**src/hdl/fpu_defines.svh**
```systemverilog
// ~~~~~~~~~~~~~~~~~~~~~~~~~~~~~~~~~~~~~~~~~~~~~~~~~~~~~~~~~~~~~~~~~~~~
// fpu shared constants: datapath widths, single-precision fields,
// issue credits and pipeline depth
// ~~~~~~~~~~~~~~~~~~~~~~~~~~~~~~~~~~~~~~~~~~~~~~~~~~~~~~~~~~~~~~~~~~~~
`ifndef FPU_DEFINES_SVH
`define FPU_DEFINES_SVH

// operand and result width, two packed singles
`define FPU_DATA_W 64

// one single-precision element
`define FPU_SNGL_W 32

// exponent field inside a single
`define FPU_EXP_LSB 23
`define FPU_EXP_MSB 30

// mantissa field, bits below the exponent
`define FPU_MANT_W 23

// credits after reset, matches consumer buffer depth
`define FPU_CREDITS 4

// wide enough to hold FPU_CREDITS
`define FPU_CNT_W 3

// accepted issue to out_valid, in cycles
`define FPU_LATENCY 3

`endif
```
**src/hdl/fpu_pkg.sv**
```systemverilog
// ~~~~~~~~~~~~~~~~~~~~~~~~~~~~~~~~~~~~~~~~~~~~~~~~~~~~~~~~~~~~~~~~~~~~
// fpu types: opcode and exception code enums
// ~~~~~~~~~~~~~~~~~~~~~~~~~~~~~~~~~~~~~~~~~~~~~~~~~~~~~~~~~~~~~~~~~~~~
`default_nettype none

package fpu_pkg;

  // logic/permute group first, compares after
  typedef enum logic [3:0] {
    FOP_AND   = 4'd0,
    FOP_OR    = 4'd1,
    FOP_XOR   = 4'd2,
    // a and not b
    FOP_ANDN  = 4'd3,
    // exchange the two singles of a
    FOP_SWAP  = 4'd4,
    // low single of a into both halves
    FOP_DUPLO = 4'd5,
    FOP_CMPEQ = 4'd6,
    FOP_CMPLT = 4'd7,
    FOP_CMPLE = 4'd8,
    // true when either side is NaN
    FOP_CMPUN = 4'd9
  } fpu_op_e;

  typedef enum logic [1:0] {
    EXC_NONE    = 2'd0,
    EXC_INVALID = 2'd1
  } fpu_exc_e;

endpackage

`default_nettype wire

```
**src/hdl/fpu_unit.sv**
```systemverilog
// ~~~~~~~~~~~~~~~~~~~~~~~~~~~~~~~~~~~~~~~~~~~~~~~~~~~~~~~~~~~~~~~~~~~~
// fpu top: credit gate, issue decode, two lanes and result stage
// ~~~~~~~~~~~~~~~~~~~~~~~~~~~~~~~~~~~~~~~~~~~~~~~~~~~~~~~~~~~~~~~~~~~~
`timescale 1ns/1ps
`default_nettype none

`include "fpu_defines.svh"

module fpu_unit import fpu_pkg::*; (
  input  logic                   clk,
  input  logic                   rst,
  input  logic                   in_valid,
  input  fpu_op_e                in_op,
  input  logic [`FPU_DATA_W-1:0] in_a,
  input  logic [`FPU_DATA_W-1:0] in_b,
  input  logic                   in_ordered,
  input  logic                   inv_enable,
  input  logic                   credit_return,
  output logic                   ready,
  output logic                   out_valid,
  output logic [`FPU_DATA_W-1:0] out_data,
  output fpu_exc_e               out_exc,
  output logic                   flag_invalid
);

  logic                   issue;
  logic                   logic_en;
  logic                   cmp_en;
  fpu_op_e                op;
  logic                   ordered;
  logic [`FPU_DATA_W-1:0] a;
  logic [`FPU_DATA_W-1:0] b;
  logic                   logic_valid;
  logic [`FPU_DATA_W-1:0] logic_res;
  logic                   cmp_valid;
  logic [`FPU_DATA_W-1:0] cmp_res;
  logic                   cmp_invalid;

  // accepted issue
  assign issue = in_valid & ready;

  fpu_credit_gate u_credit_gate (
    .clk(clk), .rst(rst), .issue(issue), .credit_return(credit_return), .ready(ready)
  );

  fpu_op_decode u_op_decode (
    .clk(clk), .rst(rst), .issue(issue), .in_op(in_op), .in_a(in_a), .in_b(in_b),
    .in_ordered(in_ordered), .logic_en(logic_en), .cmp_en(cmp_en), .op(op),
    .ordered(ordered), .a(a), .b(b)
  );

  fpu_logic_perm_lane u_logic_lane (
    .clk(clk), .rst(rst), .en(logic_en), .op(op), .a(a), .b(b),
    .valid(logic_valid), .res(logic_res)
  );

  fpu_compare_lane u_cmp_lane (
    .clk(clk), .rst(rst), .en(cmp_en), .op(op), .ordered(ordered), .a(a), .b(b),
    .valid(cmp_valid), .res(cmp_res), .invalid(cmp_invalid)
  );

  fpu_result_merge u_merge (
    .clk(clk), .rst(rst), .logic_valid(logic_valid), .logic_res(logic_res),
    .cmp_valid(cmp_valid), .cmp_res(cmp_res), .cmp_invalid(cmp_invalid),
    .inv_enable(inv_enable), .out_valid(out_valid), .out_data(out_data),
    .out_exc(out_exc), .flag_invalid(flag_invalid)
  );

endmodule

`default_nettype wire

```
**src/hdl/fpu_result_merge.sv**
```systemverilog
// ~~~~~~~~~~~~~~~~~~~~~~~~~~~~~~~~~~~~~~~~~~~~~~~~~~~~~~~~~~~~~~~~~~~~
// fpu result stage: picks the valid lane and forms the exception code
// ~~~~~~~~~~~~~~~~~~~~~~~~~~~~~~~~~~~~~~~~~~~~~~~~~~~~~~~~~~~~~~~~~~~~
`timescale 1ns/1ps
`default_nettype none

`include "fpu_defines.svh"

module fpu_result_merge import fpu_pkg::*; (
  input  logic                   clk,
  input  logic                   rst,
  input  logic                   logic_valid,
  input  logic [`FPU_DATA_W-1:0] logic_res,
  input  logic                   cmp_valid,
  input  logic [`FPU_DATA_W-1:0] cmp_res,
  input  logic                   cmp_invalid,
  input  logic                   inv_enable,
  output logic                   out_valid,
  output logic [`FPU_DATA_W-1:0] out_data,
  output fpu_exc_e               out_exc,
  output logic                   flag_invalid
);

  logic inv_hit;

  // lanes never fire in the same cycle
  assign inv_hit = cmp_valid & cmp_invalid;

  always_ff @(posedge clk) begin
    if (rst) begin
      out_valid    <= 1'b0;
      flag_invalid <= 1'b0;
      out_exc      <= EXC_NONE;
    end else begin
      out_valid    <= logic_valid | cmp_valid;
      flag_invalid <= inv_hit;
      out_exc      <= (inv_hit && inv_enable) ? EXC_INVALID : EXC_NONE;
    end
  end

  always_ff @(posedge clk) begin
    if (cmp_valid) begin
      out_data <= cmp_res;
    end else if (logic_valid) begin
      out_data <= logic_res;
    end
  end

endmodule

`default_nettype wire

```
**src/hdl/fpu_compare_lane.sv**
```systemverilog
// ~~~~~~~~~~~~~~~~~~~~~~~~~~~~~~~~~~~~~~~~~~~~~~~~~~~~~~~~~~~~~~~~~~~~
// fpu compare lane: packed single compares to per-element masks,
// with invalid detection for ordered compares
// ~~~~~~~~~~~~~~~~~~~~~~~~~~~~~~~~~~~~~~~~~~~~~~~~~~~~~~~~~~~~~~~~~~~~
`timescale 1ns/1ps
`default_nettype none

`include "fpu_defines.svh"

module fpu_compare_lane import fpu_pkg::*; (
  input  logic                   clk,
  input  logic                   rst,
  input  logic                   en,
  input  fpu_op_e                op,
  input  logic                   ordered,
  input  logic [`FPU_DATA_W-1:0] a,
  input  logic [`FPU_DATA_W-1:0] b,
  output logic                   valid,
  output logic [`FPU_DATA_W-1:0] res,
  output logic                   invalid
);

  localparam int ELEMS = `FPU_DATA_W / `FPU_SNGL_W;

  logic [ELEMS-1:0] elem_true;
  logic [ELEMS-1:0] elem_nan;

  // exponent all ones and nonzero mantissa
  function automatic logic is_nan(input logic [`FPU_SNGL_W-1:0] x);
    is_nan = (&x[`FPU_EXP_MSB:`FPU_EXP_LSB]) && (|x[`FPU_MANT_W-1:0]);
  endfunction

  // sign-magnitude less-than, +0 and -0 treated as equal
  function automatic logic less_than(input logic [`FPU_SNGL_W-1:0] x,
                                     input logic [`FPU_SNGL_W-1:0] y);
    logic [`FPU_SNGL_W-2:0] mx;
    logic [`FPU_SNGL_W-2:0] my;
    logic                   sx;
    logic                   sy;
    mx = x[`FPU_SNGL_W-2:0];
    my = y[`FPU_SNGL_W-2:0];
    sx = x[`FPU_SNGL_W-1];
    sy = y[`FPU_SNGL_W-1];
    if (mx == '0 && my == '0) begin
      less_than = 1'b0;
    end else if (sx != sy) begin
      less_than = sx;
    end else if (!sx) begin
      less_than = (mx < my);
    end else begin
      less_than = (mx > my);
    end
  endfunction

  for (genvar i = 0; i < ELEMS; i++) begin : g_elem
    logic [`FPU_SNGL_W-1:0] ea;
    logic [`FPU_SNGL_W-1:0] eb;
    logic                   eq;
    logic                   lt;

    assign ea = a[i*`FPU_SNGL_W +: `FPU_SNGL_W];
    assign eb = b[i*`FPU_SNGL_W +: `FPU_SNGL_W];
    assign elem_nan[i] = is_nan(ea) | is_nan(eb);
    // both zeros of either sign count as equal
    assign eq = (ea == eb) || (ea[`FPU_SNGL_W-2:0] == '0 && eb[`FPU_SNGL_W-2:0] == '0);
    assign lt = less_than(ea, eb);

    // unordered pair only satisfies CMPUN
    assign elem_true[i] = (op == FOP_CMPUN) ? elem_nan[i] :
                          ~elem_nan[i] & (((op == FOP_CMPEQ) & eq) |
                                          ((op == FOP_CMPLT) & lt) |
                                          ((op == FOP_CMPLE) & (lt | eq)));
  end

  always_ff @(posedge clk) begin
    if (rst) begin
      valid <= 1'b0;
    end else begin
      valid <= en;
    end
  end

  // mask and invalid bit leave together
  always_ff @(posedge clk) begin
    if (en) begin
      for (int i = 0; i < ELEMS; i++) begin
        res[i*`FPU_SNGL_W +: `FPU_SNGL_W] <= {`FPU_SNGL_W{elem_true[i]}};
      end
      invalid <= ordered & (|elem_nan);
    end
  end

endmodule

`default_nettype wire

```
**src/hdl/fpu_logic_perm_lane.sv**
```systemverilog
// ~~~~~~~~~~~~~~~~~~~~~~~~~~~~~~~~~~~~~~~~~~~~~~~~~~~~~~~~~~~~~~~~~~~~
// fpu logic/permute lane: 64-bit bitwise ops and single-half shuffles
// ~~~~~~~~~~~~~~~~~~~~~~~~~~~~~~~~~~~~~~~~~~~~~~~~~~~~~~~~~~~~~~~~~~~~
`timescale 1ns/1ps
`default_nettype none

`include "fpu_defines.svh"

module fpu_logic_perm_lane import fpu_pkg::*; (
  input  logic                   clk,
  input  logic                   rst,
  input  logic                   en,
  input  fpu_op_e                op,
  input  logic [`FPU_DATA_W-1:0] a,
  input  logic [`FPU_DATA_W-1:0] b,
  output logic                   valid,
  output logic [`FPU_DATA_W-1:0] res
);

  logic [`FPU_SNGL_W-1:0] a_hi;
  logic [`FPU_SNGL_W-1:0] a_lo;
  logic [`FPU_DATA_W-1:0] res_d;

  assign a_hi = a[`FPU_DATA_W-1:`FPU_SNGL_W];
  assign a_lo = a[`FPU_SNGL_W-1:0];

  always_comb begin
    case (op)
      FOP_AND:   res_d = a & b;
      FOP_OR:    res_d = a | b;
      FOP_XOR:   res_d = a ^ b;
      FOP_ANDN:  res_d = a & ~b;
      // halves exchanged
      FOP_SWAP:  res_d = {a_lo, a_hi};
      FOP_DUPLO: res_d = {a_lo, a_lo};
      default:   res_d = '0;
    endcase
  end

  always_ff @(posedge clk) begin
    if (rst) begin
      valid <= 1'b0;
    end else begin
      valid <= en;
    end
  end

  always_ff @(posedge clk) begin
    if (en) begin
      res <= res_d;
    end
  end

endmodule

`default_nettype wire

```
**src/hdl/fpu_op_decode.sv**
```systemverilog
// ~~~~~~~~~~~~~~~~~~~~~~~~~~~~~~~~~~~~~~~~~~~~~~~~~~~~~~~~~~~~~~~~~~~~
// fpu issue stage: registers operands and steers the op to one lane
// ~~~~~~~~~~~~~~~~~~~~~~~~~~~~~~~~~~~~~~~~~~~~~~~~~~~~~~~~~~~~~~~~~~~~
`timescale 1ns/1ps
`default_nettype none

`include "fpu_defines.svh"

module fpu_op_decode import fpu_pkg::*; (
  input  logic                   clk,
  input  logic                   rst,
  input  logic                   issue,
  input  fpu_op_e                in_op,
  input  logic [`FPU_DATA_W-1:0] in_a,
  input  logic [`FPU_DATA_W-1:0] in_b,
  input  logic                   in_ordered,
  output logic                   logic_en,
  output logic                   cmp_en,
  output fpu_op_e                op,
  output logic                   ordered,
  output logic [`FPU_DATA_W-1:0] a,
  output logic [`FPU_DATA_W-1:0] b
);

  logic is_logic;
  logic is_cmp;

  // opcode group
  always_comb begin
    case (in_op)
      FOP_AND, FOP_OR, FOP_XOR, FOP_ANDN, FOP_SWAP, FOP_DUPLO: begin
        is_logic = 1'b1;
        is_cmp   = 1'b0;
      end
      FOP_CMPEQ, FOP_CMPLT, FOP_CMPLE, FOP_CMPUN: begin
        is_logic = 1'b0;
        is_cmp   = 1'b1;
      end
      default: begin
        is_logic = 1'b0;
        is_cmp   = 1'b0;
      end
    endcase
  end

  // lane enables, one cycle pulse per issue
  always_ff @(posedge clk) begin
    if (rst) begin
      logic_en <= 1'b0;
      cmp_en   <= 1'b0;
    end else begin
      logic_en <= issue & is_logic;
      cmp_en   <= issue & is_cmp;
    end
  end

  // operands and controls held until the next issue
  always_ff @(posedge clk) begin
    if (issue) begin
      op      <= in_op;
      ordered <= in_ordered;
      a       <= in_a;
      b       <= in_b;
    end
  end

endmodule

`default_nettype wire

```
**src/hdl/fpu_credit_gate.sv**
```systemverilog
// ~~~~~~~~~~~~~~~~~~~~~~~~~~~~~~~~~~~~~~~~~~~~~~~~~~~~~~~~~~~~~~~~~~~~
// fpu issue credits: counts free consumer slots, drives ready
// ~~~~~~~~~~~~~~~~~~~~~~~~~~~~~~~~~~~~~~~~~~~~~~~~~~~~~~~~~~~~~~~~~~~~
`timescale 1ns/1ps
`default_nettype none

`include "fpu_defines.svh"

module fpu_credit_gate (
  input  logic clk,
  input  logic rst,
  input  logic issue,
  input  logic credit_return,
  output logic ready
);

  logic [`FPU_CNT_W-1:0] credits;

  // take one per issue, give one back per return, both cancel
  always_ff @(posedge clk) begin
    if (rst) begin
      credits <= `FPU_CNT_W'(`FPU_CREDITS);
    end else begin
      case ({issue, credit_return})
        2'b10:   credits <= credits - 1'b1;
        2'b01:   credits <= credits + 1'b1;
        default: credits <= credits;
      endcase
    end
  end

  assign ready = (credits != '0);

endmodule

`default_nettype wire

```
**config.mk**
```make
export PLATFORM = sky130hd
export DESIGN_NAME = fpu_unit
export DESIGN_NICKNAME = d
export VERILOG_FILES = /design/src/hdl/fpu_pkg.sv /design/src/hdl/fpu_unit.sv /design/src/hdl/fpu_result_merge.sv /design/src/hdl/fpu_compare_lane.sv /design/src/hdl/fpu_logic_perm_lane.sv /design/src/hdl/fpu_op_decode.sv /design/src/hdl/fpu_credit_gate.sv
export VERILOG_INCLUDE_DIRS = /design/src /design/src/hdl
export SDC_FILE = /design/constraint.sdc
export NUM_CORES = 1
export LEC_CHECK = 0
export BUFFER_PORTS_ARGS = -buffer_cell sky130_fd_sc_hd__buf_2
export CORE_MARGIN = 2
export CORE_UTILIZATION = 50
export CTS_BUF_LIST = sky130_fd_sc_hd__clkbuf_8
export CTS_CLUSTER_SIZE = 14
export DETAILED_ROUTE_END_ITERATION = 8
export PLACE_DENSITY_LB_ADDON = 0.12
export SYNTH_ARGS = -nofsm -noshare
export SYNTH_HDL_FRONTEND = slang
export SYNTH_HIERARCHICAL = 1
export SYNTH_SLANG_ARGS = --single-unit
```
**constraint.sdc**
```tcl
create_clock -name clk -period 7.46 [get_ports clk]
set_input_delay 1.119 -clock clk [delete_from_list [all_inputs] [get_ports clk]]
set_output_delay 1.119 -clock clk [all_outputs]
set_load 0.01 [all_outputs]
```
Word level (Yosys, flattened, before mapping)
Memories as Yosys holds them, arrays and structs flattened.
Cells that the tools add are included.
{ "classes": {"addsub": 2, "n_reduce_logical": 26, "mux": 13, "n_bitwise": 29, "n_eq_ne": 15, "order_cmp": 4} }
{ "ops": {"columns": ["op", "count"], "rows": [
  ["one-hot mux 64 bit (6 select lines)", 1],
  ["AND 64 bit", 2],
  ["two-way mux 64 bit", 2],
  ["zero test 31 bit", 4],
  ["OR reduction 23 bit", 4],
  ["== test 32 bit", 2],
  ["inverter 64 bit", 1],
  ["OR 64 bit", 1],
  ["bitwise XOR 64 bit", 1],
  ["greater-than comparator 31 bit", 2],
  ["less-than comparator 31 bit", 2],
  ["AND reduction 8 bit", 4],
  ["== test 4 x 3 -> 1 bit (second input constant)", 4],
  ["AND 1 bit", 13],
  ["two-way mux 1 bit", 9],
  ["OR 1 bit", 9],
  ["== test 4 x 2 -> 1 bit (second input constant)", 2],
  ["== test 4 bit (second input constant)", 2],
  ["logical AND 1 bit", 7],
  ["one-hot mux 3 bit (2 select lines)", 1],
  ["== test 4 x 1 -> 1 bit (second input constant)", 1],
  ["zero test 4 bit", 1],
  ["nonzero test 2 bit", 2],
  ["adder 3 x 1 -> 3 bit (second input constant)", 1],
  ["other kinds (8)", 11]
]} }
{ "word_totals": {"romBits": 32, "regBits": 306, "elab_cells": 106, "n_memories": 1, "output_inout_bits": 69} }
{ "memory_table": {"columns": ["memory", "depth", "width", "read_ports", "rd_clocked_by_memory_dff", "wr", "line_no", "text"], "rows": [
  ["(name not given)", 16, 2, 1, 0, 0, "fpu_op_decode.sv:30", "case (in_op)"]
]} }

Logic depth before layout (Yosys ltp)
Gate-level depths: netlist of the first run.
{ "logic_depth": {"depth_word": 9, "ltp_mapped": 10, "depth_no_buf": 10} }

Cells and area by module
Netlist of the first run, hierarchy kept.
{ "by_module_without_submodules": {"columns": ["mod", "cells_each", "area_per_inst_um2", "instances", "seq_area_each_um2"], "rows": [
  ["fpu_logic_perm_lane", 771, 6525.0, 1, 1941.9],
  ["fpu_op_decode", 140, 4072.7, 1, 4033.9],
  ["fpu_result_merge", 145, 2874.0, 1, 1981.9],
  ["fpu_compare_lane", 382, 2747.6, 1, 110.1],
  ["fpu_credit_gate", 16, 160.2, 1, 60.1],
  ["fpu_unit", 1, 6.3, 1, 0.0]
]} }

Worst setup path after synthesis of the first run
No wires, ideal clock.
{ "synth_timing": {"path_kind": "input-to-reg", "start": "in in_valid", "end": "reg u_credit_gate.credits[2]", "setup_slack_ps": 1871, "required_time_ps": 7333, "stages": 8, "arrival_time_ps": 5462, "n_path_buf": 0, "cell_sequence": "and2_1 > inv_1 > ha_1 > inv_1 > fa_1 > xor2_1 > nor3_1 > or3b_1"} }
{ "synth_between": {"elab_chain_cells": 3, "elab_cells_between_ends": 5, "classes_between": "2 x eq/ne; 1 x mux; 1 x bitwise; 1 x reduce/logical"} }
{ "synth_lines": {"columns": ["element", "line_no", "text"], "rows": [
  ["start: declaration", "fpu_unit.sv:12", "input logic in_valid,"],
  ["AND 1 bit (*)", "fpu_unit.sv:40", "assign issue = in_valid & ready;"],
  ["== test 2 x 1 -> 1 bit / == test 2 bit (equally long branches)", "fpu_credit_gate.sv:24", "case ({issue, credit_return})"],
  ["one-hot mux 3 bit (2 select lines) / nonzero test 2 bit (equally long branches)", null, null],
  ["end signal: assignment", "fpu_credit_gate.sv:25", "2'b10: credits <= credits - 1'b1;"],
  ["end signal: assignment", "fpu_credit_gate.sv:26", "2'b01: credits <= credits + 1'b1;"],
  ["end signal: assignment", "fpu_credit_gate.sv:27", "default: credits <= credits;"],
  ["end: declaration", "fpu_credit_gate.sv:17", "logic [`FPU_CNT_W-1:0] credits;"]
]} }
Every way passes the cells marked *; elsewhere a longest branch is shown, timed or not.
A chain may end at the register's enable or synchronous reset.

Worst setup path in the final report of the first run
{ "layout_timing": {"start": "reg u_op_decode.a[36]", "end": "reg u_cmp_lane/res[32] (netlist name)"} }
{ "layout_between": {"elab_chain_cells": 9, "elab_cells_between_ends": 21, "classes_between": "2 x order compare; 1 x eq/ne; 4 x mux; 9 x bitwise; 5 x reduce/logical"} }
{ "layout_lines": {"columns": ["element", "line_no", "text"], "rows": [
  ["start: declaration", "fpu_op_decode.sv:21", "output logic [`FPU_DATA_W-1:0] a,"],
  ["start signal: assignment", "fpu_op_decode.sv:62", "a <= in_a;"],
  ["less-than comparator 31 bit / greater-than comparator 31 bit (equally long branches)", "fpu_compare_lane.sv:49, fpu_compare_lane.sv:51", null],
  ["two-way mux 1 bit", "fpu_compare_lane.sv:48", "end else if (!sx) begin"],
  ["two-way mux 1 bit", "fpu_compare_lane.sv:46", "end else if (sx != sy) begin"],
  ["two-way mux 1 bit", "fpu_compare_lane.sv:44", "if (mx == '0 && my == '0) begin"],
  ["AND 1 bit / OR 1 bit (equally long branches)", "fpu_compare_lane.sv:71, fpu_compare_lane.sv:72", null],
  ["OR 1 bit / AND 1 bit (equally long branches)", "fpu_compare_lane.sv:70, fpu_compare_lane.sv:72", null],
  ["OR 1 bit", "fpu_compare_lane.sv:71", "((op == FOP_CMPLT) & lt) |"],
  ["AND 1 bit", "fpu_compare_lane.sv:70", "~elem_nan[i] & (((op == FOP_CMPEQ) & eq) |"],
  ["two-way mux 1 bit (*)", "fpu_compare_lane.sv:69", "assign elem_true[i] = (op == FOP_CMPUN) ? elem_nan[i] :"],
  ["via u_cmp_lane.elem_true[1]", "fpu_compare_lane.sv:25", "logic [ELEMS-1:0] elem_true;"]
]} }
The timed path passes the listed nets; every way through them passes the cells marked *.

==> results of run 1 <==
[metal layers]
metal  wire [µm]  global-route usage, %
met4        1490                   8.98
met2       20700                   42.5
met3        2710                   3.40
met5           0                      0
met1       18200                   33.6
[worst paths after layout]
check	from	to	cells past startpoint
worst max-delay path	u_op_decode/a[36]$_DFFE_PP_	u_cmp_lane/res[32]$_DFFE_PP_	9
worst min-delay path	u_logic_lane/valid$_SDFF_PP0_	u_merge/out_valid$_SDFF_PP0_	1
worst max register to register	u_op_decode/a[36]$_DFFE_PP_	u_cmp_lane/res[32]$_DFFE_PP_	9
worst min register to register	u_logic_lane/valid$_SDFF_PP0_	u_merge/out_valid$_SDFF_PP0_	1
[placed cells by master (no fill, tap or decap), types with 23 or more instances in the layout]
master and count:
edfxtp_1 264, inv_1 208, buf_2 205, ha_1 127, o211ai_1 90, nand2_1 88, o21ai_0 71, nor3b_1 60
nor2_1 50, clkbuf_8 49, mux2_2 48, mux2i_1 38, and2_1 33, a22oi_1 31, nor4_1 30, and3b_1 28
nand4_1 23
[sequential cells by signal, summed over array words and instances (netlist names), 2 cells and up]
| register | count |
|---|---|
| u_logic_lane/res | 64 |
| u_cmp_lane/res | 2 |
| u_merge/out_data | 64 |
| u_credit_gate/credits | 3 |
| u_op_decode/op | 4 |
| u_op_decode/b | 64 |
| u_op_decode/a | 64 |
[report_power, final]
part	total, µW	switching (µW)	internal [µW]
clock network	1430	613	816
registers	2070	186	1890
logic	886	534	352
total	4390	1330	3050
[per-stage QoR]
step,cells,cell area (µm²),worst slack (ns),power [µW]
finish,2073,18200,4.25,4390
global route,2072,18200,4.22,4610
CTS,2072,18200,4.42,4410
detailed placement,1987,17200,4.01,2970
global placement,1987,17200,4.11,2940
floorplan,1455,16400,1.87,2670
[logic make-up after synthesis]
family / count (synthesis) / share of synthesized area (%)
muxes: 102 / 7.09
other: 1 / 0.0229
xor gates and xnor gates: 4 / 0.214
AOI/OAI and AO/OA: 252 / 10.3
buffers and inverters: 329 / 9.79
adders and majority gates: 128 / 9.82
DFF: 274 / 49.6
and+or+nand+nor: 365 / 13.2
[worst reg2reg max path: cells and delay by family (launching register included)]
family / cells / cell delay, ns
AOI/OAI and AO/OA: 5 / 1.94
adders and majority gates: 1 / 0.35
DFF: 1 / 0.47
and+or+nand+nor: 3 / 0.19
[area by class of cell]
cell class              instances  area (µm²)  area share, %
flip-flops and latches        274        8130           44.6
multi-input cells             852        6670           36.6
inverters                     199         747           4.10
clock inverters                36         305           1.68
well taps                     442         553           3.03
diodes                          1        2.50         0.0137
repair buffers                220        1140           6.25
clock buffers                  49         674           3.70
==> flow_summary.yaml, run 1 <==
floorplan:
  initial_core_util_pct: 50.6
  die_area_um2: 34200
  io_pins: 207
  num_rows: 66
  die_y_um: 185
  core_um2: 32400
  die-width_um: 185
critical_path:
  cp_top_family: "compound AO/OA/AOI/OAI gates"
  rrSetupSlack_ns: 4.25
  arrival_ns: 3.51
  cpPeakStageDelay_ns: 1.10
  critPathLaunchType: "flip-flop"
  path_cells: "ha_1 -> a211oi_1 -> nor2_1 -> o31a_1 -> a2111oi_0 -> o311a_1 -> nor3_1 -> o21ai_1 -> nand2_1"
  path_max_fanout: 5
  crit_slowest_cell: "a2111oi_0"
  critPathKind: "flip-flop to flip-flop"
  crit_path_end_kind: "flip-flop"
  path_buf_inv: 0
  cp.required_ns: 7.76
grt:
  grt_pass1_wl_um: 65600
  grt_max_degree: 95
  grt.total_usage_pct: 25.3
  grt-ovfl-total: 0
  grt_pass1_vias: 11400
  antenna_found_initial: 0
clocking:
  clk_pin_slew_worst_paths_ns: 0.07
  cts_tree: "built"
  clock-sinks: 274
  post_cts_buffers: 0
  clockBufferDepth: 3
  root_buffer: "clkbuf_8"
  cts_htree_levels: 2
  hold_buffers: 0
  insertion_delay_ns: 0.56
  cts_resized: 0
  cts_made_buffers: 46
synth:
  synth-seq-cells: 274
  synthArstFlopShare_pct: 0
  netlist_instances: 1455
  synth.distinct_cells: 70
  synth_top_area_share_pct: 48.4
  syn_avg_cell_area_um2: 11.3
  seq_area_frac_synth_pct: 49.6
  synthTopCellsByArea: "edfxtp_1 (48%), ha_1 (9.7%), inv_1 (4.5%)"
  yosys_warnings: 6
  synth_common_cells: "edfxtp_1 (264), inv_1 (198), ha_1 (127)"
  synthFlopType: "edfxtp_1"
  yosysMostFrequentCell: "edfxtp_1"
  synth_enable_flop_cells: 264
  synth.cell_area_um2: 16400
  syn_nets: 1721
  synth.largest_area_cell: "edfxtp_1"
timing:
  fin_crit_ns: 3.21
  max_freq_ghz: 0.312
  setup_tns_ns: 0
  max-slew-margin-rel_pct: 12.1
  setup_viol: 0
  fin_skew_ns: 0.0209
  min_period_over_period_pct: 43.0
  hold_slack_ns: 0.464
  rsz0062_at_grt: "false"
  maxSlewViolCount: 0
  hold_violations: 0
  worstMarginPinSlew_ns: 1.29
pwr:
  power.density_nw_per_um2: 241
  ir_worst_vdd_uv: 274
  power.leakage_uw: 0.00761
drt:
  drt_first_pass_iters: 6
  drtAntennaViolNets: 0
  wirelength_um: 43100
  drtIter0Drc: 947
  drc: 0
  wl_per_cell_um: 20.8
  vias: 11700
  viasPerCell: 5.64
place:
  place_congestion: 0.903
  io_buffers: 205
  dp_hpwl_um: 29700
finish:
  fill_cells: 2847
  drive_above_1_share_pct: 22.8
  syn_to_final_growth_pct: 11.2
  post-route-util_pct: 56.3
  nNetsFinal: 1859
run:
  cap_viol_max_count: 0
status:
  run_status: "finished, final reports clean"
hold_path:
  hold_class: "flip-flop to flip-flop"
Power figures use the tool's default switching activity.
==> run 2: changes to the inputs <==
==> constraint.sdc (replaced) <==
create_clock -name clk -period 3.1 [get_ports clk]
set_input_delay 0.465 -clock clk [delete_from_list [all_inputs] [get_ports clk]]
set_output_delay 0.465 -clock clk [all_outputs]
set_load 0.01 [all_outputs]
==> flow_summary.yaml, run 2 (synthesized netlist as in run 1, its figures left out) <==
clocking:
  cts_made_buffers: 48
  cts_htree_levels: 2
  post_cts_buffers: 0
  insertion_delay_ns: 0.59
  clockBufferDepth: 3
  root_buffer: "clkbuf_8"
  clk_pin_slew_worst_paths_ns: 0.06
  clock-sinks: 274
  hold_buffers: 0
  cts_tree: "built"
  cts_resized: 0
critical_path:
  worstRegToRegCells: 10
  rrSetupSlack_ns: 0.27
  critPathKind: "flip-flop to flip-flop"
  worstSetupStartpoint: "u_op_decode/a[34]$_DFFE_PP_"
  path_max_fanout: 5
  crit-reg2reg-launch: "u_op_decode/a[34]$_DFFE_PP_"
  critPathLaunchType: "flip-flop"
  cp.required_ns: 3.43
  r2r_end: "u_cmp_lane/res[32]$_DFFE_PP_"
  crit_path_end_kind: "flip-flop"
  arrival_ns: 3.15
hold_path:
  min_path_cells: 1
  hold_path_startpoint: "in_a[30]"
  holdPathEnd: "u_op_decode/a[30]$_DFFE_PP_"
  hold_class: "input port to flip-flop"
pwr:
  power.leakage_uw: 0.00773
  total_power_uw: 10400
  power.density_nw_per_um2: 563
  ir_worst_vdd_uv: 703
timing:
  hold_slack_ns: 0.0464
  fin_crit_ns: 2.83
  worstMarginPinSlew_ns: 1.11
  max_freq_ghz: 0.354
  maxSlewViolCount: 0
  hold_violations: 0
  setup_viol: 0
  max-slew-margin-rel_pct: 26.2
  fin_skew_ns: 0.0249
  rsz0062_at_grt: "false"
  setup_tns_ns: 0
  min_period_over_period_pct: 91.2
  setup_slack_ns: 0.273
finish:
  nNetsFinal: 1886
  antenna_cells: 0
  drive_above_1_share_pct: 23.8
  final_common_cell: "edfxtp_1"
  final_cell_mix: "edfxtp_1 (264), inv_1 (213), buf_2 (205)"
  fill_cells: 2804
  syn_to_final_growth_pct: 12.4
status:
  run_status: "finished, final reports clean"
place:
  dp_slack_ns: 0.346
  io_buffers: 205
  dp_hpwl_um: 31300
  place_congestion: 0.918
floorplan:
  initial_core_util_pct: 50.6
  die_y_um: 185
  num_rows: 66
  die_area_um2: 34200
  io_pins: 207
  die-width_um: 185
  core_um2: 32400
drt:
  drc: 0
  drtIter0Drc: 834
  wl_per_cell_um: 20.8
  vias: 11700
  drtAntennaViolNets: 0
  wirelength_um: 43600
  viasPerCell: 5.59
  drt_first_pass_iters: 5
grt:
  antenna_found_initial: 0
  grt.total_usage_pct: 25.7
  grt_max_degree: 135
  grt_pass1_wl_um: 66000
  grt-ovfl-total: 0
  grt_pass1_vias: 11600
run:
  cap_viol_max_count: 0
==> run 2: changes by cell type in the layout (fill, tap and decap cells not counted), sizes merged <==
cell      previous run  this run
clkinv              19        16
inv                209       214
clkbuf              49        50
diode                1         0
clkinvlp             1         4
buf                220       245
bufinv               6         2
==> run 2: power by group <==
part / internal [µW] / switching [µW]
Sequential: 4540 / 423
Clock: 1660 / 1490
Combinational: 921 / 1330
==> run 2: critical path: stages (launching register included) <==
cell	delay, ns
edfxtp_1	0.52
ha_1	0.38
a21oi_1	0.15
a21oi_1	0.10
o31a_1	0.32
a2111oi_0	0.51
buf_4	0.23
o311a_1	0.17
nor3_1	0.05
o21ai_1	0.08
nand2_1	0.06
==> run 2: metal layers <==
metal  routed length [µm]  GRT usage [%]
met5                    0              0
met4                 2010           12.2
met3                 2750           4.19
met2                20900           43.0
met1                18000           32.5
==> run 2: cell type report <==
cell class | instances | area (µm²) | area share, %
Inverter | 199 | 747 | 4.06
Tap cell | 442 | 553 | 3.00
Sequential cell | 274 | 8130 | 44.2
Clock inverter | 37 | 214 | 1.16
Timing Repair Buffer | 245 | 1410 | 7.68
Clock buffer | 50 | 688 | 3.74
Multi-Input combinational cell | 852 | 6670 | 36.2
==> run 2: how the worst max path moves through the flow <==
stage / to / slack, ns / depth (start not counted)
4_1_cts: u_cmp_lane/res[32]$_DFFE_PP_ / 0.29 / 10
6_report: u_cmp_lane/res[32]$_DFFE_PP_ / 0.27 / 10
3_5_place_dp: u_cmp_lane/res[32]$_DFFE_PP_ / 0.35 / 10
5_1_grt: u_cmp_lane/res[32]$_DFFE_PP_ / 0.07 / 10
3_3_place_gp: u_cmp_lane/res[31]$_DFFE_PP_ / 0.46 / 9
2_1_floorplan: u_credit_gate/credits[2]$_SDFFE_PP1P_ / 0.27 / 9
==> run 2: stage by stage <==
stage | cell area [µm²] | util, % | cells
final | 18400 | 56.9 | 2099
after global routing | 18400 | 56.9 | 2099
after CTS | 18400 | 56.9 | 2099
after detailed placement | 17500 | 54.1 | 2012
after global placement | 17500 | 54.1 | 2012
after floorplan | 16400 | - | 1455
